==> config.mk <==
export PLATFORM = sky130hd
export DESIGN_NAME = decode_stage
export DESIGN_NICKNAME = d
export VERILOG_FILES = /design/src/logic/arm_pipe_pkg.sv /design/src/logic/decode_stage.sv
export VERILOG_INCLUDE_DIRS = /design/src /design/src/logic
export SDC_FILE = /design/constraint.sdc
export NUM_CORES = 2
export LEC_CHECK = 0
export ABC_CLOCK_PERIOD_IN_PS = 17400
export BUFFER_PORTS_ARGS = -buffer_cell sky130_fd_sc_hd__buf_2
export CORE_ASPECT_RATIO = 0.9
export CORE_MARGIN = 2
export CORE_UTILIZATION = 40
export DETAILED_ROUTE_END_ITERATION = 10
export PLACE_DENSITY_LB_ADDON = 0.1
export SLEW_MARGIN = 30
export SYNTH_ARGS = -nofsm -noshare
export SYNTH_HDL_FRONTEND = slang
export SYNTH_SLANG_ARGS = --single-unit
==> constraint.sdc <==
create_clock -name clock -period 17.4 [get_ports clock]
set_input_delay 0.87 -clock clock [delete_from_list [all_inputs] [get_ports clock]]
set_output_delay 0.87 -clock clock [all_outputs]
set_load 0.005 [all_outputs]
==> src/logic/arm_pipe_macros.svh <==
// --------------------
// Widths, depths, opcode codes and ALU control codes
// --------------------
`ifndef ARM_PIPE_MACROS_SVH
`define ARM_PIPE_MACROS_SVH

// Datapath widths
`define ARM_PIPE_DATA_W        64
`define ARM_PIPE_INSTR_W       32
`define ARM_PIPE_OPC_W         8
`define ARM_PIPE_REG_ADDR_W    4

// Memory sizes
`define ARM_PIPE_IMEM_DEPTH    512
`define ARM_PIPE_PC_W          9
`define ARM_PIPE_DMEM_DEPTH    256
`define ARM_PIPE_DMEM_ADDR_W   8

// Opcodes in instruction bits 27:20
`define ARM_PIPE_OPC_NOP       8'h00
`define ARM_PIPE_OPC_ADD       8'h01
`define ARM_PIPE_OPC_SUB       8'h02
`define ARM_PIPE_OPC_AND       8'h03
`define ARM_PIPE_OPC_ORR       8'h04
`define ARM_PIPE_OPC_ADDI      8'h05
`define ARM_PIPE_OPC_LDR       8'h06
`define ARM_PIPE_OPC_STR       8'h07

// Control unit classes for ALU control
`define ARM_PIPE_ALUOP_ADD     2'b00
`define ARM_PIPE_ALUOP_RTYPE   2'b10

// ALU operations
`define ARM_PIPE_ALU_AND       4'b0000
`define ARM_PIPE_ALU_ORR       4'b0001
`define ARM_PIPE_ALU_ADD       4'b0010
`define ARM_PIPE_ALU_SUB       4'b0110

// Host read data until the first real read
`define ARM_PIPE_RDATA_RESET   64'hBADABDAB_BADABDAB

`endif

==> src/logic/arm_pipe_pkg.sv <==
// --------------------
// Vector types and pipeline register structs
// --------------------
`default_nettype none

`include "arm_pipe_macros.svh"

package arm_pipe_pkg;

   typedef logic [`ARM_PIPE_DATA_W-1:0]      word_t;
   typedef logic [`ARM_PIPE_INSTR_W-1:0]     instr_t;
   typedef logic [`ARM_PIPE_PC_W-1:0]        pc_t;
   typedef logic [`ARM_PIPE_DMEM_ADDR_W-1:0] daddr_t;
   typedef logic [`ARM_PIPE_REG_ADDR_W-1:0]  reg_idx_t;
   typedef logic [`ARM_PIPE_OPC_W-1:0]       opcode_t;
   typedef logic [1:0]                       alu_op_t;
   typedef logic [3:0]                       alu_ctl_t;

   // Decoded controls, all low for a NOP
   typedef struct packed {
      logic    alu_src;
      logic    mem_write;
      logic    mem_read;
      logic    mem_to_reg;
      logic    reg_write;
      alu_op_t alu_op;
   } ctrl_t;

   typedef struct packed {
      instr_t instr;
   } if_id_t;

   typedef struct packed {
      ctrl_t    ctrl;
      opcode_t  opcode;
      word_t    rn_data;
      // rm for register ops, rd for stores
      word_t    rm_data;
      word_t    imm;
      reg_idx_t rd;
   } id_ex_t;

   typedef struct packed {
      logic     mem_write;
      logic     mem_read;
      logic     mem_to_reg;
      logic     reg_write;
      word_t    alu_result;
      word_t    store_data;
      reg_idx_t rd;
   } ex_mem_t;

   typedef struct packed {
      logic     mem_to_reg;
      logic     reg_write;
      word_t    load_data;
      word_t    alu_result;
      reg_idx_t rd;
   } mem_wb_t;

   typedef struct packed {
      logic     reg_write;
      reg_idx_t idx;
      word_t    data;
   } wb_t;

   // Host port, plain levels and strobes
   typedef struct packed {
      logic  imem_hold;
      logic  imem_we;
      logic  dmem_we;
      pc_t   addr;
      word_t wdata;
   } host_req_t;

endpackage

`default_nettype wire

==> src/logic/decode_stage.sv <==
// --------------------
// Control unit, register file, sign extension, ID/EX register
// --------------------
`default_nettype none

`include "arm_pipe_macros.svh"

module decode_stage
(
   input  wire                    clock,
   input  wire                    reset,
   input  wire arm_pipe_pkg::if_id_t if_id_i,
   input  wire arm_pipe_pkg::wb_t    wb_i,
   output arm_pipe_pkg::id_ex_t   id_ex_o
);

   localparam int NUM_REGS = 1 << `ARM_PIPE_REG_ADDR_W;

   arm_pipe_pkg::opcode_t  opcode;
   arm_pipe_pkg::reg_idx_t rn_idx;
   arm_pipe_pkg::reg_idx_t rd_idx;
   arm_pipe_pkg::reg_idx_t rm_idx;
   arm_pipe_pkg::reg_idx_t r2_idx;
   arm_pipe_pkg::ctrl_t    ctrl;
   logic                   reg2loc;
   arm_pipe_pkg::word_t    rn_data;
   arm_pipe_pkg::word_t    r2_data;
   arm_pipe_pkg::word_t    imm_ext;
   arm_pipe_pkg::word_t    regs [NUM_REGS];

   // Instruction fields, rm overlaps the low immediate bits
   assign opcode = if_id_i.instr[27:20];
   assign rn_idx = if_id_i.instr[19:16];
   assign rd_idx = if_id_i.instr[15:12];
   assign rm_idx = if_id_i.instr[3:0];

   // Control unit
   always_comb
   begin
      ctrl        = '0;
      ctrl.alu_op = `ARM_PIPE_ALUOP_ADD;
      reg2loc     = 1'b0;
      case (opcode)
         `ARM_PIPE_OPC_ADD,
         `ARM_PIPE_OPC_SUB,
         `ARM_PIPE_OPC_AND,
         `ARM_PIPE_OPC_ORR:
         begin
            ctrl.reg_write = 1'b1;
            ctrl.alu_op    = `ARM_PIPE_ALUOP_RTYPE;
         end
         `ARM_PIPE_OPC_ADDI:
         begin
            ctrl.alu_src   = 1'b1;
            ctrl.reg_write = 1'b1;
         end
         `ARM_PIPE_OPC_LDR:
         begin
            ctrl.alu_src    = 1'b1;
            ctrl.mem_read   = 1'b1;
            ctrl.mem_to_reg = 1'b1;
            ctrl.reg_write  = 1'b1;
         end
         `ARM_PIPE_OPC_STR:
         begin
            ctrl.alu_src   = 1'b1;
            ctrl.mem_write = 1'b1;
            // Store data comes from rd
            reg2loc        = 1'b1;
         end
         default:
         begin
            // NOP and unknown opcodes
            ctrl = '0;
         end
      endcase
   end

   assign r2_idx = reg2loc ? rd_idx : rm_idx;

   // Register file, written from writeback, no bypass to the read ports
   always_ff @(posedge clock)
   begin
      if (reset)
      begin
         for (int i = 0; i < NUM_REGS; i++)
         begin
            regs[i] <= '0;
         end
      end
      else if (wb_i.reg_write)
      begin
         regs[wb_i.idx] <= wb_i.data;
      end
   end

   assign rn_data = regs[rn_idx];
   assign r2_data = regs[r2_idx];

   assign imm_ext = {{(`ARM_PIPE_DATA_W-12){if_id_i.instr[11]}}, if_id_i.instr[11:0]};

   // ID/EX
   always_ff @(posedge clock)
   begin
      if (reset)
      begin
         id_ex_o.ctrl <= '0;
      end
      else
      begin
         id_ex_o.ctrl    <= ctrl;
         id_ex_o.opcode  <= opcode;
         id_ex_o.rn_data <= rn_data;
         id_ex_o.rm_data <= r2_data;
         id_ex_o.imm     <= imm_ext;
         id_ex_o.rd      <= rd_idx;
      end
   end

endmodule

`default_nettype wire

==> metrics <==
Die H=392 um; first-pass GRT wire length=351 mm; Port Buffers=308; DR iter-0 viols=5885; Tmin final=5.38 ns; Worst Hold Depth=1; Slew @ Worst Pin=1.05 ns; gr ovfl total=0; Syn Std Cell Area=0.0670 mm2; predominant post-synthesis flop cell=edfxtp_1; Clock Path Buffers=3; share of cells above drive strength 1=0.187; worst relative slew slack=0.299; routed wire length=248 mm; DP HPWL=129 mm; DR vias=48.9k; worst hold path class=in -> reg; Die Area=0.171 mm2; Avg Cell Area, Syn=12.0 um2; end of the worst register-to-register path=id_ex_o[74]; initial antenna violation count=36; Crit path buffers/inverters=5; io pins=314; drt pass-1 iters=8; hold wc startpoint=if_id_i[11]; Reg clk slew, reported paths=0.06 ns; fin nets=5644; vias in the first global route=48.1k; Leak Pwr=26.8 nW; hold_ws=0.248 ns; max cap viols=0; Final Hold Viols=0; count of cell types in the netlist=54; fin util=0.448; CTS tree=built; Setup violations, final=0; total track usage=0.286; status=complete, no violations; FILL cells=15.0k; CTS Sinks=1181; row count=142; RSZ-0062 raised after global routing=no; Post-DRT Antenna Nets=0; CP Max Fanout=77; htree depth=4; drt drc=0; worst path cell trace=buf_2 > and4bb_1 > nand2_4 > buf_4 > buf_4 > buf_4 > buf_4 > a311oi_1 > a2111oi_0 > a211o_1; setup bufs post-CTS=0; Ys Warns=0; register area share after synthesis=0.528; most common cell after layout, fill and taps aside=edfxtp_1; Initial Util=0.403; Core ar.=0.166 mm2; largest cells by area after synthesis=edfxtp_1 53%, mux4_2 11%, and2_1 9.6%; worst reg2reg path startpoint=regs[8][6]; post-synth net total=5687; CTS Buf Count=141; power per cell area=97.5 mW/mm2; crit-path max cell delay=0.87 ns; Via density=6.18; area leader, netlist=edfxtp_1; worst-case register-to-register setup slack=15.34 ns; Placed Instances=7627; Crit Path Class=in -> reg; worst vdd ir=0.0620 mV; worst hold path endpoint=id_ex_o[15]; Critical Path Start Type=input port; kind of cell adding the most delay to the critical path=buffers and inverters; Die Span X=436 um; wire length per cell=31.4 um; f_max=186 MHz; Crit-path slowest cell=buf_4; GPL Wtd Cong=0.816; Post-CTS Resized=0; most frequent cells in the layout=1176 x edfxtp_1, 1024 x and2_1, 391 x nand2_1, 320 x mux4_2, 301 x buf_2; clock root buffer=clkbuf_16; Yosys top cell area share=0.527; R2R cell count=5; Final Max Tran Viols=0; Worst path most repeated cell=buf_4; worst skew pair latency=0.80 ns; hold buffer count at CTS=0; clk_skew=0.0391 ns; critical path endpoint category=register; Worst Path Arrival=6.02 ns; Layout area overhead=11.3%; setup_tns=0 ns; Post-synth ARST share=0; period utilisation layout=0.309; Post-Synthesis Cells=5584; WP data required=18.05 ns; pin count of the biggest net entering global routing=194; fin cells=7911; #FFs+latches synth=1181; Post-synth EDFFs=1176
## cell type report
| cell class | count | area [um2] | area share |
|---|---|---|---|
| flip-flops and latches | 1181 | 35400 | 0.475 |
| multi-input cells | 3538 | 28200 | 0.378 |
| clock buffers | 167 | 3630 | 0.0486 |
| well taps | 2232 | 2790 | 0.0374 |
| repair buffers | 422 | 2610 | 0.0350 |
| inverters | 257 | 985 | 0.0132 |
| clock inverters | 93 | 940 | 0.0126 |
| diodes | 21 | 52.6 | 0.000704 |
## report_power, final
group	switching (mW)	leakage (nW)	total [mW]	internal [mW]
logic	0.549	13.3	0.872	0.323
registers	0.0989	11.3	3.42	3.33
clock network	1.29	2.21	2.97	1.69
total	1.94	26.8	7.27	5.33
## cells by family after synthesis
kind of cell,after synthesis,share of synthesized area
other,1,0.0000559
AND/OR/NAND/NOR,1792,0.150
AO/OA/AOI/OAI,1295,0.138
multiplexers,450,0.127
flip-flops,1181,0.528
buffers and inverters,865,0.0566
## flip-flops by register name (all words and copies together), names as in the netlist
| signal | count |
|---|---|
| id_ex_o | 157 |
| regs | 1024 |
## worst max-delay path by stage
stage,from,to,slack (ns),depth (start not counted)
6_report,if_id_i[22],id_ex_o[122],12.02,10
5_1_grt,if_id_i[22],id_ex_o[122],11.96,10
4_1_cts,if_id_i[22],id_ex_o[122],12.30,10
3_5_place_dp,if_id_i[22],id_ex_o[122],11.47,10
3_3_place_gp,if_id_i[23],id_ex_o[95],11.46,10
2_1_floorplan,reset,regs[5][0],3.65,3
## through the flow
| stage | power [mW] | setup WS [ns] | cell area [um2] |
|---|---|---|---|
| after floorplan | 4.00 | 3.65 | 67000 |
| after global routing | 7.49 | 11.96 | 74600 |
| after detailed placement | 4.34 | 11.47 | 69900 |
| after global placement | 4.34 | 11.46 | 69800 |
| after CTS | 7.31 | 12.30 | 74500 |
| final | 7.27 | 12.02 | 74600 |
## cell usage after synthesis, types with 2 or more instances
master and number:
edfxtp_1 1176, nand2_2 2, or3_1 2, buf_12 6, clkbuf_1 416, clkbuf_2 3, a221oi_1 59, and2_1 1025
dfxtp_1 5, buf_2 62, buf_6 14, inv_2 3, buf_4 66, buf_1 38, a31oi_1 65, a211o_1 64
nor2_1 14, mux4_2 320, a221oi_2 5, nand3_1 131, a2111oi_2 58, or2_2 4, o21ai_0 264, and3_1 68
nand2b_1 128, a21oi_1 260, clkbuf_4 2, a211oi_2 5, a31oi_4 2, a2111oi_0 68, a311oi_1 126, inv_1 254
a211oi_1 186, mux2i_1 130, nand2_1 393, nor4_1 2, nor3_1 15, a21boi_0 2, a21o_1 126
## routing by layer
layer | track usage | wire length, um | vias up
met4 | 0.123 | 9770 | 8
met2 | 0.464 | 117000 | 2671
met1 | 0.381 | 102000 | 24700
li1 | - | - | 20900
met5 | 0 | 54 | -
met3 | 0.0458 | 19700 | 615
## worst register-to-register path: stages, from the launching register on
cell and delay (ns):
edfxtp_1 0.40, a21oi_1 0.10, a211oi_1 0.29, a311oi_1 0.09
a2111oi_0 0.68, a211o_1 0.32
Power figures use the tool's default switching activity.
