===== config.mk =====
export PLATFORM = sky130hd
export DESIGN_NAME = execute_stage
export DESIGN_NICKNAME = d
export VERILOG_FILES = /design/src/logic/arm_pipe_pkg.sv /design/src/logic/execute_stage.sv
export VERILOG_INCLUDE_DIRS = /design/src /design/src/logic
export SDC_FILE = /design/constraint.sdc
export NUM_CORES = 1
export LEC_CHECK = 0
export BUFFER_PORTS_ARGS = -buffer_cell sky130_fd_sc_hd__buf_4
export CORE_ASPECT_RATIO = 1.25
export CORE_MARGIN = 1.5
export CORE_UTILIZATION = 30
export CTS_CLUSTER_SIZE = 12
export DETAILED_ROUTE_END_ITERATION = 10
export PLACE_DENSITY = 0.5
export SLEW_MARGIN = 20
export SYNTH_ARGS = -nofsm -noshare
export SYNTH_HDL_FRONTEND = slang
export SYNTH_SLANG_ARGS = --single-unit

===== constraint.sdc =====
create_clock -name clock -period 12.7 [get_ports clock]
set_clock_uncertainty 0.1 [all_clocks]
set_input_delay 2.54 -clock clock [delete_from_list [all_inputs] [get_ports clock]]
set_output_delay 2.54 -clock clock [all_outputs]
set_load 0.05 [all_outputs]

===== src/logic/arm_pipe_macros.svh =====
// --------------------
// Widths, depths, opcode codes and ALU control codes
// --------------------
`ifndef ARM_PIPE_MACROS_SVH
`define ARM_PIPE_MACROS_SVH

// Datapath widths
`define ARM_PIPE_DATA_W        64
`define ARM_PIPE_INSTR_W       32
`define ARM_PIPE_OPC_W         8
`define ARM_PIPE_REG_ADDR_W    4

// Memory sizes
`define ARM_PIPE_IMEM_DEPTH    512
`define ARM_PIPE_PC_W          9
`define ARM_PIPE_DMEM_DEPTH    256
`define ARM_PIPE_DMEM_ADDR_W   8

// Opcodes in instruction bits 27:20
`define ARM_PIPE_OPC_NOP       8'h00
`define ARM_PIPE_OPC_ADD       8'h01
`define ARM_PIPE_OPC_SUB       8'h02
`define ARM_PIPE_OPC_AND       8'h03
`define ARM_PIPE_OPC_ORR       8'h04
`define ARM_PIPE_OPC_ADDI      8'h05
`define ARM_PIPE_OPC_LDR       8'h06
`define ARM_PIPE_OPC_STR       8'h07

// Control unit classes for ALU control
`define ARM_PIPE_ALUOP_ADD     2'b00
`define ARM_PIPE_ALUOP_RTYPE   2'b10

// ALU operations
`define ARM_PIPE_ALU_AND       4'b0000
`define ARM_PIPE_ALU_ORR       4'b0001
`define ARM_PIPE_ALU_ADD       4'b0010
`define ARM_PIPE_ALU_SUB       4'b0110

// Host read data until the first real read
`define ARM_PIPE_RDATA_RESET   64'hBADABDAB_BADABDAB

`endif


===== src/logic/arm_pipe_pkg.sv =====
// --------------------
// Vector types and pipeline register structs
// --------------------
`default_nettype none

`include "arm_pipe_macros.svh"

package arm_pipe_pkg;

   typedef logic [`ARM_PIPE_DATA_W-1:0]      word_t;
   typedef logic [`ARM_PIPE_INSTR_W-1:0]     instr_t;
   typedef logic [`ARM_PIPE_PC_W-1:0]        pc_t;
   typedef logic [`ARM_PIPE_DMEM_ADDR_W-1:0] daddr_t;
   typedef logic [`ARM_PIPE_REG_ADDR_W-1:0]  reg_idx_t;
   typedef logic [`ARM_PIPE_OPC_W-1:0]       opcode_t;
   typedef logic [1:0]                       alu_op_t;
   typedef logic [3:0]                       alu_ctl_t;

   // Decoded controls, all low for a NOP
   typedef struct packed {
      logic    alu_src;
      logic    mem_write;
      logic    mem_read;
      logic    mem_to_reg;
      logic    reg_write;
      alu_op_t alu_op;
   } ctrl_t;

   typedef struct packed {
      instr_t instr;
   } if_id_t;

   typedef struct packed {
      ctrl_t    ctrl;
      opcode_t  opcode;
      word_t    rn_data;
      // rm for register ops, rd for stores
      word_t    rm_data;
      word_t    imm;
      reg_idx_t rd;
   } id_ex_t;

   typedef struct packed {
      logic     mem_write;
      logic     mem_read;
      logic     mem_to_reg;
      logic     reg_write;
      word_t    alu_result;
      word_t    store_data;
      reg_idx_t rd;
   } ex_mem_t;

   typedef struct packed {
      logic     mem_to_reg;
      logic     reg_write;
      word_t    load_data;
      word_t    alu_result;
      reg_idx_t rd;
   } mem_wb_t;

   typedef struct packed {
      logic     reg_write;
      reg_idx_t idx;
      word_t    data;
   } wb_t;

   // Host port, plain levels and strobes
   typedef struct packed {
      logic  imem_hold;
      logic  imem_we;
      logic  dmem_we;
      pc_t   addr;
      word_t wdata;
   } host_req_t;

endpackage

`default_nettype wire


===== src/logic/execute_stage.sv =====
// --------------------
// ALU source select, ALU control, ALU, EX/MEM register
// --------------------
`default_nettype none

`include "arm_pipe_macros.svh"

module execute_stage
(
   input  wire                     clock,
   input  wire                     reset,
   input  wire arm_pipe_pkg::id_ex_t  id_ex_i,
   output arm_pipe_pkg::ex_mem_t   ex_mem_o
);

   arm_pipe_pkg::word_t    alu_b;
   arm_pipe_pkg::alu_ctl_t alu_ctl;
   arm_pipe_pkg::word_t    alu_result;

   // Immediate for ADDI and address calculation
   assign alu_b = id_ex_i.ctrl.alu_src ? id_ex_i.imm : id_ex_i.rm_data;

   // ALU control
   always_comb
   begin
      alu_ctl = `ARM_PIPE_ALU_ADD;
      if (id_ex_i.ctrl.alu_op == `ARM_PIPE_ALUOP_RTYPE)
      begin
         case (id_ex_i.opcode)
            `ARM_PIPE_OPC_SUB:
            begin
               alu_ctl = `ARM_PIPE_ALU_SUB;
            end
            `ARM_PIPE_OPC_AND:
            begin
               alu_ctl = `ARM_PIPE_ALU_AND;
            end
            `ARM_PIPE_OPC_ORR:
            begin
               alu_ctl = `ARM_PIPE_ALU_ORR;
            end
            default:
            begin
               alu_ctl = `ARM_PIPE_ALU_ADD;
            end
         endcase
      end
   end

   // ALU, two's complement wraps at 64 bits
   always_comb
   begin
      case (alu_ctl)
         `ARM_PIPE_ALU_SUB: alu_result = id_ex_i.rn_data - alu_b;
         `ARM_PIPE_ALU_AND: alu_result = id_ex_i.rn_data & alu_b;
         `ARM_PIPE_ALU_ORR: alu_result = id_ex_i.rn_data | alu_b;
         default:           alu_result = id_ex_i.rn_data + alu_b;
      endcase
   end

   // EX/MEM
   always_ff @(posedge clock)
   begin
      if (reset)
      begin
         ex_mem_o.mem_write  <= 1'b0;
         ex_mem_o.mem_read   <= 1'b0;
         ex_mem_o.mem_to_reg <= 1'b0;
         ex_mem_o.reg_write  <= 1'b0;
      end
      else
      begin
         ex_mem_o.mem_write  <= id_ex_i.ctrl.mem_write;
         ex_mem_o.mem_read   <= id_ex_i.ctrl.mem_read;
         ex_mem_o.mem_to_reg <= id_ex_i.ctrl.mem_to_reg;
         ex_mem_o.reg_write  <= id_ex_i.ctrl.reg_write;
         ex_mem_o.alu_result <= alu_result;
         ex_mem_o.store_data <= id_ex_i.rm_data;
         ex_mem_o.rd         <= id_ex_i.rd;
      end
   end

endmodule

`default_nettype wire


==> results of run 1 <==
## worst min-delay path by stage
stage,from,end,slack [ns]
2_1_floorplan,reset,ex_mem_o[132],2.51
6_report,id_ex_i[1],ex_mem_o[1],2.15
5_1_grt,id_ex_i[2],ex_mem_o[2],2.13
3_3_place_gp,id_ex_i[3],ex_mem_o[3],2.62
4_1_cts,id_ex_i[1],ex_mem_o[1],2.12
3_5_place_dp,id_ex_i[3],ex_mem_o[3],2.62
## layout by cell type, fill, tap and decap left out, types with 19 or more instances in the layout
master,netlist,layout
mux2_2,21,21
xor2_1,56,56
buf_4,1,358
ha_1,66,66
a21oi_1,140,140
xnor2_1,63,63
mux2i_1,46,46
nand4_1,19,19
nor2_1,123,122
nand2_1,125,124
maj3_1,32,32
a21o_1,33,33
edfxtp_1,132,132
nor3_1,38,38
inv_1,49,48
o21ai_0,93,93
## report_power, final
group	internal, W	switching [W]
clock	0.000310	0.000224
sequential	0.000572	0.0000186
combinational	0.000270	0.000498
## cell families (layout without fill, tap and decap cells)
logic type	count (synthesis)	after routing
AOI/OAI and AO/OA	381	381
xor gates and xnor gates	119	119
DFF	136	136
adders and majority gates	99	99
muxes	68	68
buffers and inverters	114	439
and+or+nand+nor	401	401
## per-stage QoR
stage | instances | power (W) | setup WS (ns)
global placement | 2103 | 0.00137 | 3.66
global route | 2135 | 0.00198 | 3.68
detailed placement | 2103 | 0.00137 | 3.53
finish | 2135 | 0.00189 | 4.10
floorplan | 1318 | 0.00111 | 3.28
CTS | 2135 | 0.00191 | 4.05
## area by class of cell
cell class / instances / area, µm²
Sequential cell: 136 / 4040
Multi-Input combinational cell: 1068 / 7200
Tap cell: 492 / 616
Timing Repair Buffer: 358 / 2690
Inverter: 49 / 189
Fill cell: 3896 / 23000
Clock buffer: 18 / 429
Clock inverter: 14 / 173
## metal layers
layer | GRT usage, % | up-vias
li1 | - | 5454
met1 | 24.1 | 5227
met2 | 37.9 | 357
met3 | 4.00 | 52
met4 | 7.69 | 0
met5 | 0 | -
==> results_tabular.tex, run 1 <==
\begin{tabular}{lr}
\hline
Metric & Value \\
\hline
\multicolumn{2}{l}{\textbf{Timing}} \\
\quad Worst slew pin tran & $\sim$0.95 ns \\
\quad Final worst hold slack & between 2 and 2.5 ns \\
\quad Top achievable clock speed & 116 MHz \\
\quad Count of final setup violators & 0 \\
\quad Fin Setup TNS & 0 ns \\
\quad Number of pins exceeding their max-slew limit in the final report & 0 \\
\quad Period minus WS final & $\sim$8.6 ns \\
\quad Slew HR & 35.8\% \\
\quad Final worst path period share & about two thirds \\
\quad Final Hold Vio Count & 0 \\
\quad Setup repair after global routing missed its margin & no \\
\multicolumn{2}{l}{\textbf{CTS}} \\
\quad CTS tree & done \\
\quad Post-CTS Hold Fix Bufs & 0 \\
\quad Clk slew on worst S/H paths & 0.08 ns \\
\quad Clock buffer count from CTS & 17 \\
\quad Clock buffer depth & 2 \\
\quad Clock H-tree levels & 4 \\
\quad CTS Root Buffer Type & clkbuf\_16 \\
\quad Post-CTS resize count & 0 \\
\quad Setup fix buffers added after clock tree synthesis & 0 \\
\quad Clock Sinks & 136 \\
\multicolumn{2}{l}{\textbf{Setup path}} \\
\quad CP cell instances & buf\_4 -> buf\_4 -> mux2i\_2 -> nand2\_1 -> or4\_4 -> nor4\_4 -> o2111ai\_2 -> nor2\_4 -> a21oi\_1 -> xor2\_1 -> ha\_1 -> nand4\_1 -> or3\_1 -> or3\_1 -> o32ai\_1 -> o21ai\_1 -> a2111oi\_2 -> o21bai\_1 -> and3\_1 -> a32o\_1 -> a311oi\_1 -> nand4b\_1 \\
\quad Crit end category & flip-flop \\
\quad Type of the worst setup path & input port to flip-flop \\
\quad Combined buffer and inverter count along the critical path & 2 \\
\quad Largest fanout of any net on the critical path & between 60 and 70 \\
\quad Kind of start point of the critical path & input port \\
\quad Critical Path Max Stage Delay & between 0.6 and 0.7 ns \\
\quad WP data arrival & approximately 8.7 ns \\
\quad Critical Path Source & id\_ex\_i[210] \\
\quad Required time of the critical path & approximately 13 ns \\
\quad Family of cells with the greatest summed delay on the critical path & simple AND/OR/NAND/NOR gates \\
\quad Total number of cells along the worst setup path & 22 \\
\quad End of the critical path & ex\_mem\_o[131] \\
\quad Slowest CP cell & buf\_4 \\
\multicolumn{2}{l}{\textbf{Drt}} \\
\quad Highest metal layer with signal wires & met4 \\
\quad Routed met3 length & 2060 µm \\
\quad DRC errors left & 0 \\
\quad Routed WL & $\sim$43,000 µm \\
\quad Average wire per cell in the routed design & between 20 and 25 µm \\
\quad Detailed router's first-iteration violation count & 620 \\
\quad Routed length on met2 & around 22,000 µm \\
\quad M1 wire length & 17,600 µm \\
\quad Ratio of routed vias to standard cells & roughly 5.2 \\
\quad Total iterations of the first detailed-routing run & 5 \\
\quad Number of nets with antenna violations after detailed routing & 0 \\
\quad Via count & between 10k and 15k \\
\multicolumn{2}{l}{\textbf{Synth}} \\
\quad Yosys reg bits & $\sim$140 \\
\quad Number of instances in the synthesized netlist & 1,318 \\
\quad Syn Nets & 1,598 \\
\quad Leading register cell type out of synthesis & edfxtp\_1 \\
\quad Top area cells in the synthesized netlist & edfxtp\_1 34\%, ha\_1 7.1\%, a21oi\_1 6.0\% \\
\quad Post-synth EDFFs & between 100 and 150 \\
\quad List of most frequent post-synthesis cells & 140 x a21oi\_1, 132 x edfxtp\_1, 125 x nand2\_1, 123 x nor2\_1, 93 x o21ai\_0 \\
\quad Complex-gate fraction of the synthesized area & between 10\% and 20\% \\
\quad Fraction of the yosys area taken by sequential cells & between 30\% and 40\% \\
\quad Top cell type's share of synthesized area & approximately 34\% \\
\quad Most frequently used cell type in the post-synthesis netlist & a21oi\_1 \\
\quad Post-synthesis instance area & roughly 12,000 µm² \\
\quad Count of warnings emitted by yosys & 0 \\
\quad Yosys top cell by area & edfxtp\_1 \\
\quad Xor-xnor portion of the synthesized cell area & under 10\% \\
\quad Post-Synthesis Mean Instance Area & just under 9 µm² \\
\quad Arithmetic-cell share of the synthesized area counting full adders, half adders and majority gates & between 9 and 10\% \\
\quad Distinct cells, synth & roughly 80 \\
\quad Fraction of synthesized area in multiplexers & under 10\% \\
\quad Area fraction in and, or, nand and nor cells after synthesis & 16.7\% \\
\quad Largest family of logic cells by synthesized area & compound AO/OA/AOI/OAI gates \\
\quad Proportion of synthesized flip-flops having asynchronous set or reset & 0\% \\
\multicolumn{2}{l}{\textbf{Floorplanning}} \\
\quad Chip Height & roughly 220 µm \\
\quad Io pins & about 350 \\
\quad Initial core utilization & a little under a third \\
\quad Standard-cell rows & 80 \\
\quad Area inside the core boundary & 38,300 µm² \\
\quad Chip Width & approximately 180 µm \\
\quad Area of the die & $\sim$40,000 µm² \\
\multicolumn{2}{l}{\textbf{Global routing}} \\
\quad Initial antenna violation count & 0 \\
\quad Maximum number of pins on one net before global-route repair & 70 \\
\quad Via count of the first global-routing pass & 11.1k \\
\quad Total congestion overflow & 0 \\
\quad Tot GR Track Use & 20.8\% \\
\quad First-pass GRT wire length & about 64,000 µm \\
\multicolumn{2}{l}{\textbf{Finish}} \\
\quad Post-route core utilization & 40.0\% \\
\quad Number of diodes & 0 \\
\quad Fraction of final layout cells with drive strength greater than 1 & 26.9\% \\
\quad Register ranked first by flip-flop count & ex\_mem\_o \\
\quad Number of flip-flops in the largest register & $\sim$140 \\
\quad Registers with the most flip-flops & ex\_mem\_o: 136 flops \\
\quad Area Growth Syn to Fin & 31.1\% \\
\quad Final design instance area without fill & $\sim$15,000 µm² \\
\quad Number of nets in the final layout & $\sim$1.9k \\
\multicolumn{2}{l}{\textbf{Outcome}} \\
\quad Status & finished, final reports clean \\
\multicolumn{2}{l}{\textbf{Worst hold path}} \\
\quad Class of the most critical hold timing path & input port to flip-flop \\
\quad Instance count along the most critical hold path & 1 \\
\multicolumn{2}{l}{\textbf{Power}} \\
\quad Cell area power density & around 120 nW/µm² \\
\quad Highest ir drop seen on vdd & about 0.00010 V \\
\quad Leak Pwr & $\sim$6.5 nW \\
\multicolumn{2}{l}{\textbf{Placement}} \\
\quad Detailed placement HPWL & 33,800 µm \\
\quad Placed standard-cell area & about 15,000 µm² \\
\quad Routability congestion estimate from global placement & 0.881 \\
\quad Count of input and output buffers & 348 \\
\multicolumn{2}{l}{\textbf{Job}} \\
\quad Count of maximum capacitance violations & 0 \\
\hline
\end{tabular}
Note: power is estimated with default switching activity, not from simulation.
==> run 2: changes to the inputs <==
--- a/config.mk
+++ b/config.mk
@@ -6,13 +6,14 @@
 export SDC_FILE = /design/constraint.sdc
 export NUM_CORES = 1
 export LEC_CHECK = 0
+export ABC_AREA = 1
 export BUFFER_PORTS_ARGS = -buffer_cell sky130_fd_sc_hd__buf_4
 export CORE_ASPECT_RATIO = 1.25
 export CORE_MARGIN = 1.5
 export CORE_UTILIZATION = 30
 export CTS_CLUSTER_SIZE = 12
 export DETAILED_ROUTE_END_ITERATION = 10
-export PLACE_DENSITY = 0.5
+export PLACE_DENSITY = 0.49
 export SLEW_MARGIN = 20
 export SYNTH_ARGS = -nofsm -noshare
 export SYNTH_HDL_FRONTEND = slang
==> constraint.sdc (replaced) <==
create_clock -name clock -period 8.5 [get_ports clock]
set_clock_uncertainty 0.1 [all_clocks]
set_input_delay 1.7 -clock clock [delete_from_list [all_inputs] [get_ports clock]]
set_output_delay 1.7 -clock clock [all_outputs]
set_load 0.05 [all_outputs]
==> run 2 against run 1 <==
  * Non-clock buffer count stayed put
  * Final cell count is 43% higher
  * Sequential power is 48% higher
  * Area after synthesis is 16% higher
  * Worst hold slack worse by 0.84 ns
  * Via count is 41% higher
  * Core utilization is 0.70 points lower
  * Clock power is 60% higher
  * Largest power group unchanged
==> results_tabular.tex, run 2 <==
\begin{tabular}{lr}
\hline
Metric & Value \\
\hline
\multicolumn{2}{l}{\textbf{Power}} \\
\quad Fraction of power consumed by sequential logic & 29.1\% (was 31.2\%) \\
\quad Internal portion of total power & 0.00170 W (was 0.00115 W) \\
\quad Comb power frac & 42.6\% (was 40.6\%) \\
\quad Highest ir drop seen on vdd & 0.000156 V (was 0.000101 V) \\
\quad Part of the power in the clock network & 28.3\% (was 28.2\%) \\
\quad Leak Pwr & 8.32 nW (was 6.48 nW) \\
\quad Switching part of the total & 43.6\% (was 39.1\%) \\
\quad Cell area power density & 173 nW/µm² (was 123 nW/µm²) \\
\quad Switching power total & 0.00132 W (was 0.000741 W) \\
\multicolumn{2}{l}{\textbf{Synth}} \\
\quad Post-synth EDFFs & 132 (unchanged) \\
\quad Fraction of the yosys area taken by sequential cells & 29.9\% (was 34.6\%) \\
\quad Leading register cell type out of synthesis & edfxtp\_1 (unchanged) \\
\quad Most frequently used cell type in the post-synthesis netlist & nand2\_1 (was a21oi\_1) \\
\quad List of most frequent post-synthesis cells & 701 x nand2\_1, 336 x nor2\_1, 222 x inv\_1, 173 x nand3\_1, 132 x edfxtp\_1 (was 140 x a21oi\_1, 132 x edfxtp\_1, 125 x nand2\_1, 123 x nor2\_1, 93 x o21ai\_0) \\
\quad Count of warnings emitted by yosys & 0 (unchanged) \\
\quad Yosys reg bits & 136 (unchanged) \\
\quad Post-Synthesis Mean Instance Area & 6.36 µm² (was 8.88 µm²) \\
\quad Top cell type's share of synthesized area & 29.3\% (was 33.9\%) \\
\quad Proportion of synthesized flip-flops having asynchronous set or reset & 0\% (unchanged) \\
\quad Syn Nets & 2,408 (was 1,598) \\
\quad Distinct cells, synth & 45 (was 81) \\
\quad Top area cells in the synthesized netlist & edfxtp\_1 29\%, nand2\_1 19\%, nor2\_1 9.3\% (was edfxtp\_1 34\%, ha\_1 7.1\%, a21oi\_1 6.0\%) \\
\quad Number of instances in the synthesized netlist & 2,128 (was 1,318) \\
\quad Yosys top cell by area & edfxtp\_1 (unchanged) \\
\quad Post-synthesis instance area & 13,500 µm² (was 11,700 µm²) \\
\multicolumn{2}{l}{\textbf{CTS}} \\
\quad Clock Sinks & 136 (unchanged) \\
\quad CTS tree & done (unchanged) \\
\quad Post-CTS resize count & 0 (unchanged) \\
\quad Clock H-tree levels & 4 (unchanged) \\
\quad Post-CTS Hold Fix Bufs & 0 (unchanged) \\
\quad Clock buffer depth & 2 (unchanged) \\
\quad Setup fix buffers added after clock tree synthesis & 0 (unchanged) \\
\quad Clk slew on worst S/H paths & 0.07 ns (was 0.08 ns) \\
\quad Clock buffer count from CTS & 17 (unchanged) \\
\quad CTS Root Buffer Type & clkbuf\_16 (unchanged) \\
\multicolumn{2}{l}{\textbf{Floorplanning}} \\
\quad Initial core utilization & 30.5\% (about the same) \\
\quad Chip Height & 241 µm (was 224 µm) \\
\quad Area of the die & 46,400 µm² (was 40,200 µm²) \\
\quad Io pins & 349 (unchanged) \\
\quad Area inside the core boundary & 44,300 µm² (was 38,300 µm²) \\
\quad Standard-cell rows & 86 (was 80) \\
\quad Chip Width & 193 µm (was 180 µm) \\
\multicolumn{2}{l}{\textbf{Finish}} \\
\quad Count of filler cells inserted in the layout & 4,923 (was 3,896) \\
\quad Register area & 4040 µm² (unchanged) \\
\quad Area Growth Syn to Fin & 28.7\% (was 31.1\%) \\
\quad Number of diodes & 0 (unchanged) \\
\quad Area of the multi-input gates & 8470 µm² (was 7200 µm²) \\
\quad Highest-count cells in the layout ignoring fill and taps & 701 x nand2\_1, 358 x buf\_4, 334 x nor2\_1 (was 358 x buf\_4, 140 x a21oi\_1, 132 x edfxtp\_1) \\
\quad Number of flip-flops in the largest register & 136 (unchanged) \\
\quad Number of nets in the final layout & 2,748 (was 1,910) \\
\quad Register ranked first by flip-flop count & ex\_mem\_o (unchanged) \\
\quad Commonest non-fill, non-tap cell in the layout & nand2\_1 (was buf\_4) \\
\quad Post-route core utilization & 39.3\% (was 40.0\%) \\
\quad Fraction of final layout cells with drive strength greater than 1 & 18.3\% (was 26.9\%) \\
\quad Registers with the most flip-flops & ex\_mem\_o: 136 flops (unchanged) \\
\multicolumn{2}{l}{\textbf{Timing}} \\
\quad Slew HR & 36.3\% (was 35.8\%) \\
\quad Final worst path period share & a little under nine tenths \\
\quad Setup repair after global routing missed its margin & no (unchanged) \\
\quad Final Hold Vio Count & 0 (unchanged) \\
\quad Fin Setup TNS & 0 ns (unchanged) \\
\quad Worst slew pin tran & 0.955 ns (was 0.953 ns) \\
\quad Top achievable clock speed & roughly 140 MHz \\
\quad Period minus WS final & between 7 and 8 ns \\
\quad Count of final setup violators & 0 (unchanged) \\
\quad Number of pins exceeding their max-slew limit in the final report & 0 (unchanged) \\
\multicolumn{2}{l}{\textbf{Placement}} \\
\quad Routability congestion estimate from global placement & 1.00 (was 0.881) \\
\quad Detailed placement HPWL & 59,800 µm (was 33,800 µm) \\
\quad Count of input and output buffers & 348 (unchanged) \\
\multicolumn{2}{l}{\textbf{Drt}} \\
\quad Number of nets with antenna violations after detailed routing & 0 (unchanged) \\
\quad Highest metal layer with signal wires & met4 (unchanged) \\
\quad Routed WL & 71,500 µm (was 42,700 µm) \\
\quad DRC errors left & 0 (unchanged) \\
\quad M1 wire length & 27,200 µm (was 17,600 µm) \\
\quad Detailed router's first-iteration violation count & 1,036 (was 620) \\
\quad Via count & 15.6k (was 11.1k) \\
\quad Routed length on met2 & 37,000 µm (was 22,000 µm) \\
\quad Average wire per cell in the routed design & 23.4 µm (was 20.0 µm) \\
\quad Routed met3 length & 3590 µm (was 2060 µm) \\
\quad Ratio of routed vias to standard cells & 5.11 (was 5.19) \\
\quad Total iterations of the first detailed-routing run & 5 (unchanged) \\
\multicolumn{2}{l}{\textbf{Global routing}} \\
\quad Via count of the first global-routing pass & 15.0k (was 11.1k) \\
\quad Maximum number of pins on one net before global-route repair & 74 (was 70) \\
\quad Initial antenna violation count & 0 (unchanged) \\
\quad Tot GR Track Use & 30.3\% (was 20.8\%) \\
\quad First-pass GRT wire length & 99,200 µm (was 64,300 µm) \\
\quad Total congestion overflow & 0 (unchanged) \\
\multicolumn{2}{l}{\textbf{Setup path}} \\
\quad Largest fanout of any net on the critical path & 68 (was 63) \\
\quad Kind of start point of the critical path & input port (unchanged) \\
\quad End of the critical path & ex\_mem\_o[124] (was ex\_mem\_o[131]) \\
\quad Type of the worst setup path & input port to flip-flop (unchanged) \\
\quad Critical Path Source & id\_ex\_i[210] (unchanged) \\
\quad WP data arrival & 7.40 ns (was 8.72 ns) \\
\quad Required time of the critical path & 8.63 ns (was 12.82 ns) \\
\quad Crit end category & flip-flop (unchanged) \\
\multicolumn{2}{l}{\textbf{Outcome}} \\
\quad Status & finished, final reports clean (unchanged) \\
\multicolumn{2}{l}{\textbf{Job}} \\
\quad Count of maximum capacitance violations & 0 (unchanged) \\
\multicolumn{2}{l}{\textbf{Worst hold path}} \\
\quad Class of the most critical hold timing path & input port to flip-flop (unchanged) \\
\hline
\end{tabular}
## run 2: cell count changes in the layout (fill, tap and decap cells not counted), sizes merged, moves of 45 or more
cell / delta
nand2: +584
nand3: +161
nor2: +225
mux2i: -47
a21oi: -45
inv: +185
## run 2: area by class of cell
class	instances	share of cell area, %
Clock inverter	15	1.21
Timing Repair Buffer	358	15.4
Tap cell	572	4.11
Clock buffer	17	2.44
Sequential cell	136	23.2
Multi-Input combinational cell	1724	48.6
Inverter	231	5.00
## run 2: cells by family after synthesis
| logic type | share of synthesized area (%) |
|---|---|
| DFF | 29.9 |
| xor gates and xnor gates | 4.59 |
| and+or+nand+nor | 40.8 |
| adders and majority gates | 6.25 |
| buffers and inverters | 7.66 |
| AOI/OAI and AO/OA | 10.9 |
## run 2: through the flow
stage               hold WS [ns]  power [W]  area, µm²  worst slack, ns  cells
floorplan                   1.67    0.00168      13500             3.63   2128
global placement            1.78    0.00218      16800            0.664   3021
detailed placement          1.78    0.00217      16800            0.832   3021
CTS                         1.28    0.00303      17400             1.29   3053
global route                1.28    0.00315      17400            0.925   3053
finish                      1.31    0.00302      17400             1.22   3053
## run 2: critical path, stage by stage
cell,delay [ns]
buf_4,0.54
inv_2,0.30
buf_4,0.37
nand2_1,0.12
nand2_1,0.23
nor2_1,0.38
nand2_1,0.17
nor2_1,0.28
nand4_1,0.12
nor2_1,0.35
nand2_1,0.21
xor2_1,0.18
nand2_1,0.06
nand2_1,0.16
ha_1,0.48
nand2_1,0.11
nor2_1,0.12
inv_1,0.10
nor4_1,0.65
nand3_1,0.34
nand2_1,0.15
nand2_1,0.06
nand3_1,0.09
nand2_1,0.07
## run 2: worst min path at each step
stage	start	end	slack, ns	cells past startpoint
global placement	id_ex_i[2]	ex_mem_o[2]	1.78	1
detailed placement	id_ex_i[3]	ex_mem_o[3]	1.78	1
floorplan	reset	ex_mem_o[132]	1.67	1
finish	id_ex_i[2]	ex_mem_o[2]	1.31	1
CTS	id_ex_i[3]	ex_mem_o[3]	1.28	1
global route	id_ex_i[2]	ex_mem_o[2]	1.28	1
## run 2: metal layers
metal / vias up / GRT usage (%)
met1: 7253 / 34.1
met5: - / 0
met4: 0 / 15.9
li1: 7633 / -
met2: 591 / 55.2
met3: 118 / 4.07
## run 2: power by group through the flow
stage,clock network (W),registers [W],logic (W)
floorplan,0,0.00117,0.000504
global placement,0,0.000891,0.00129
detailed placement,0,0.000891,0.00128
CTS,0.000864,0.000879,0.00129
global route,0.000886,0.000885,0.00138
finish,0.000854,0.000877,0.00129
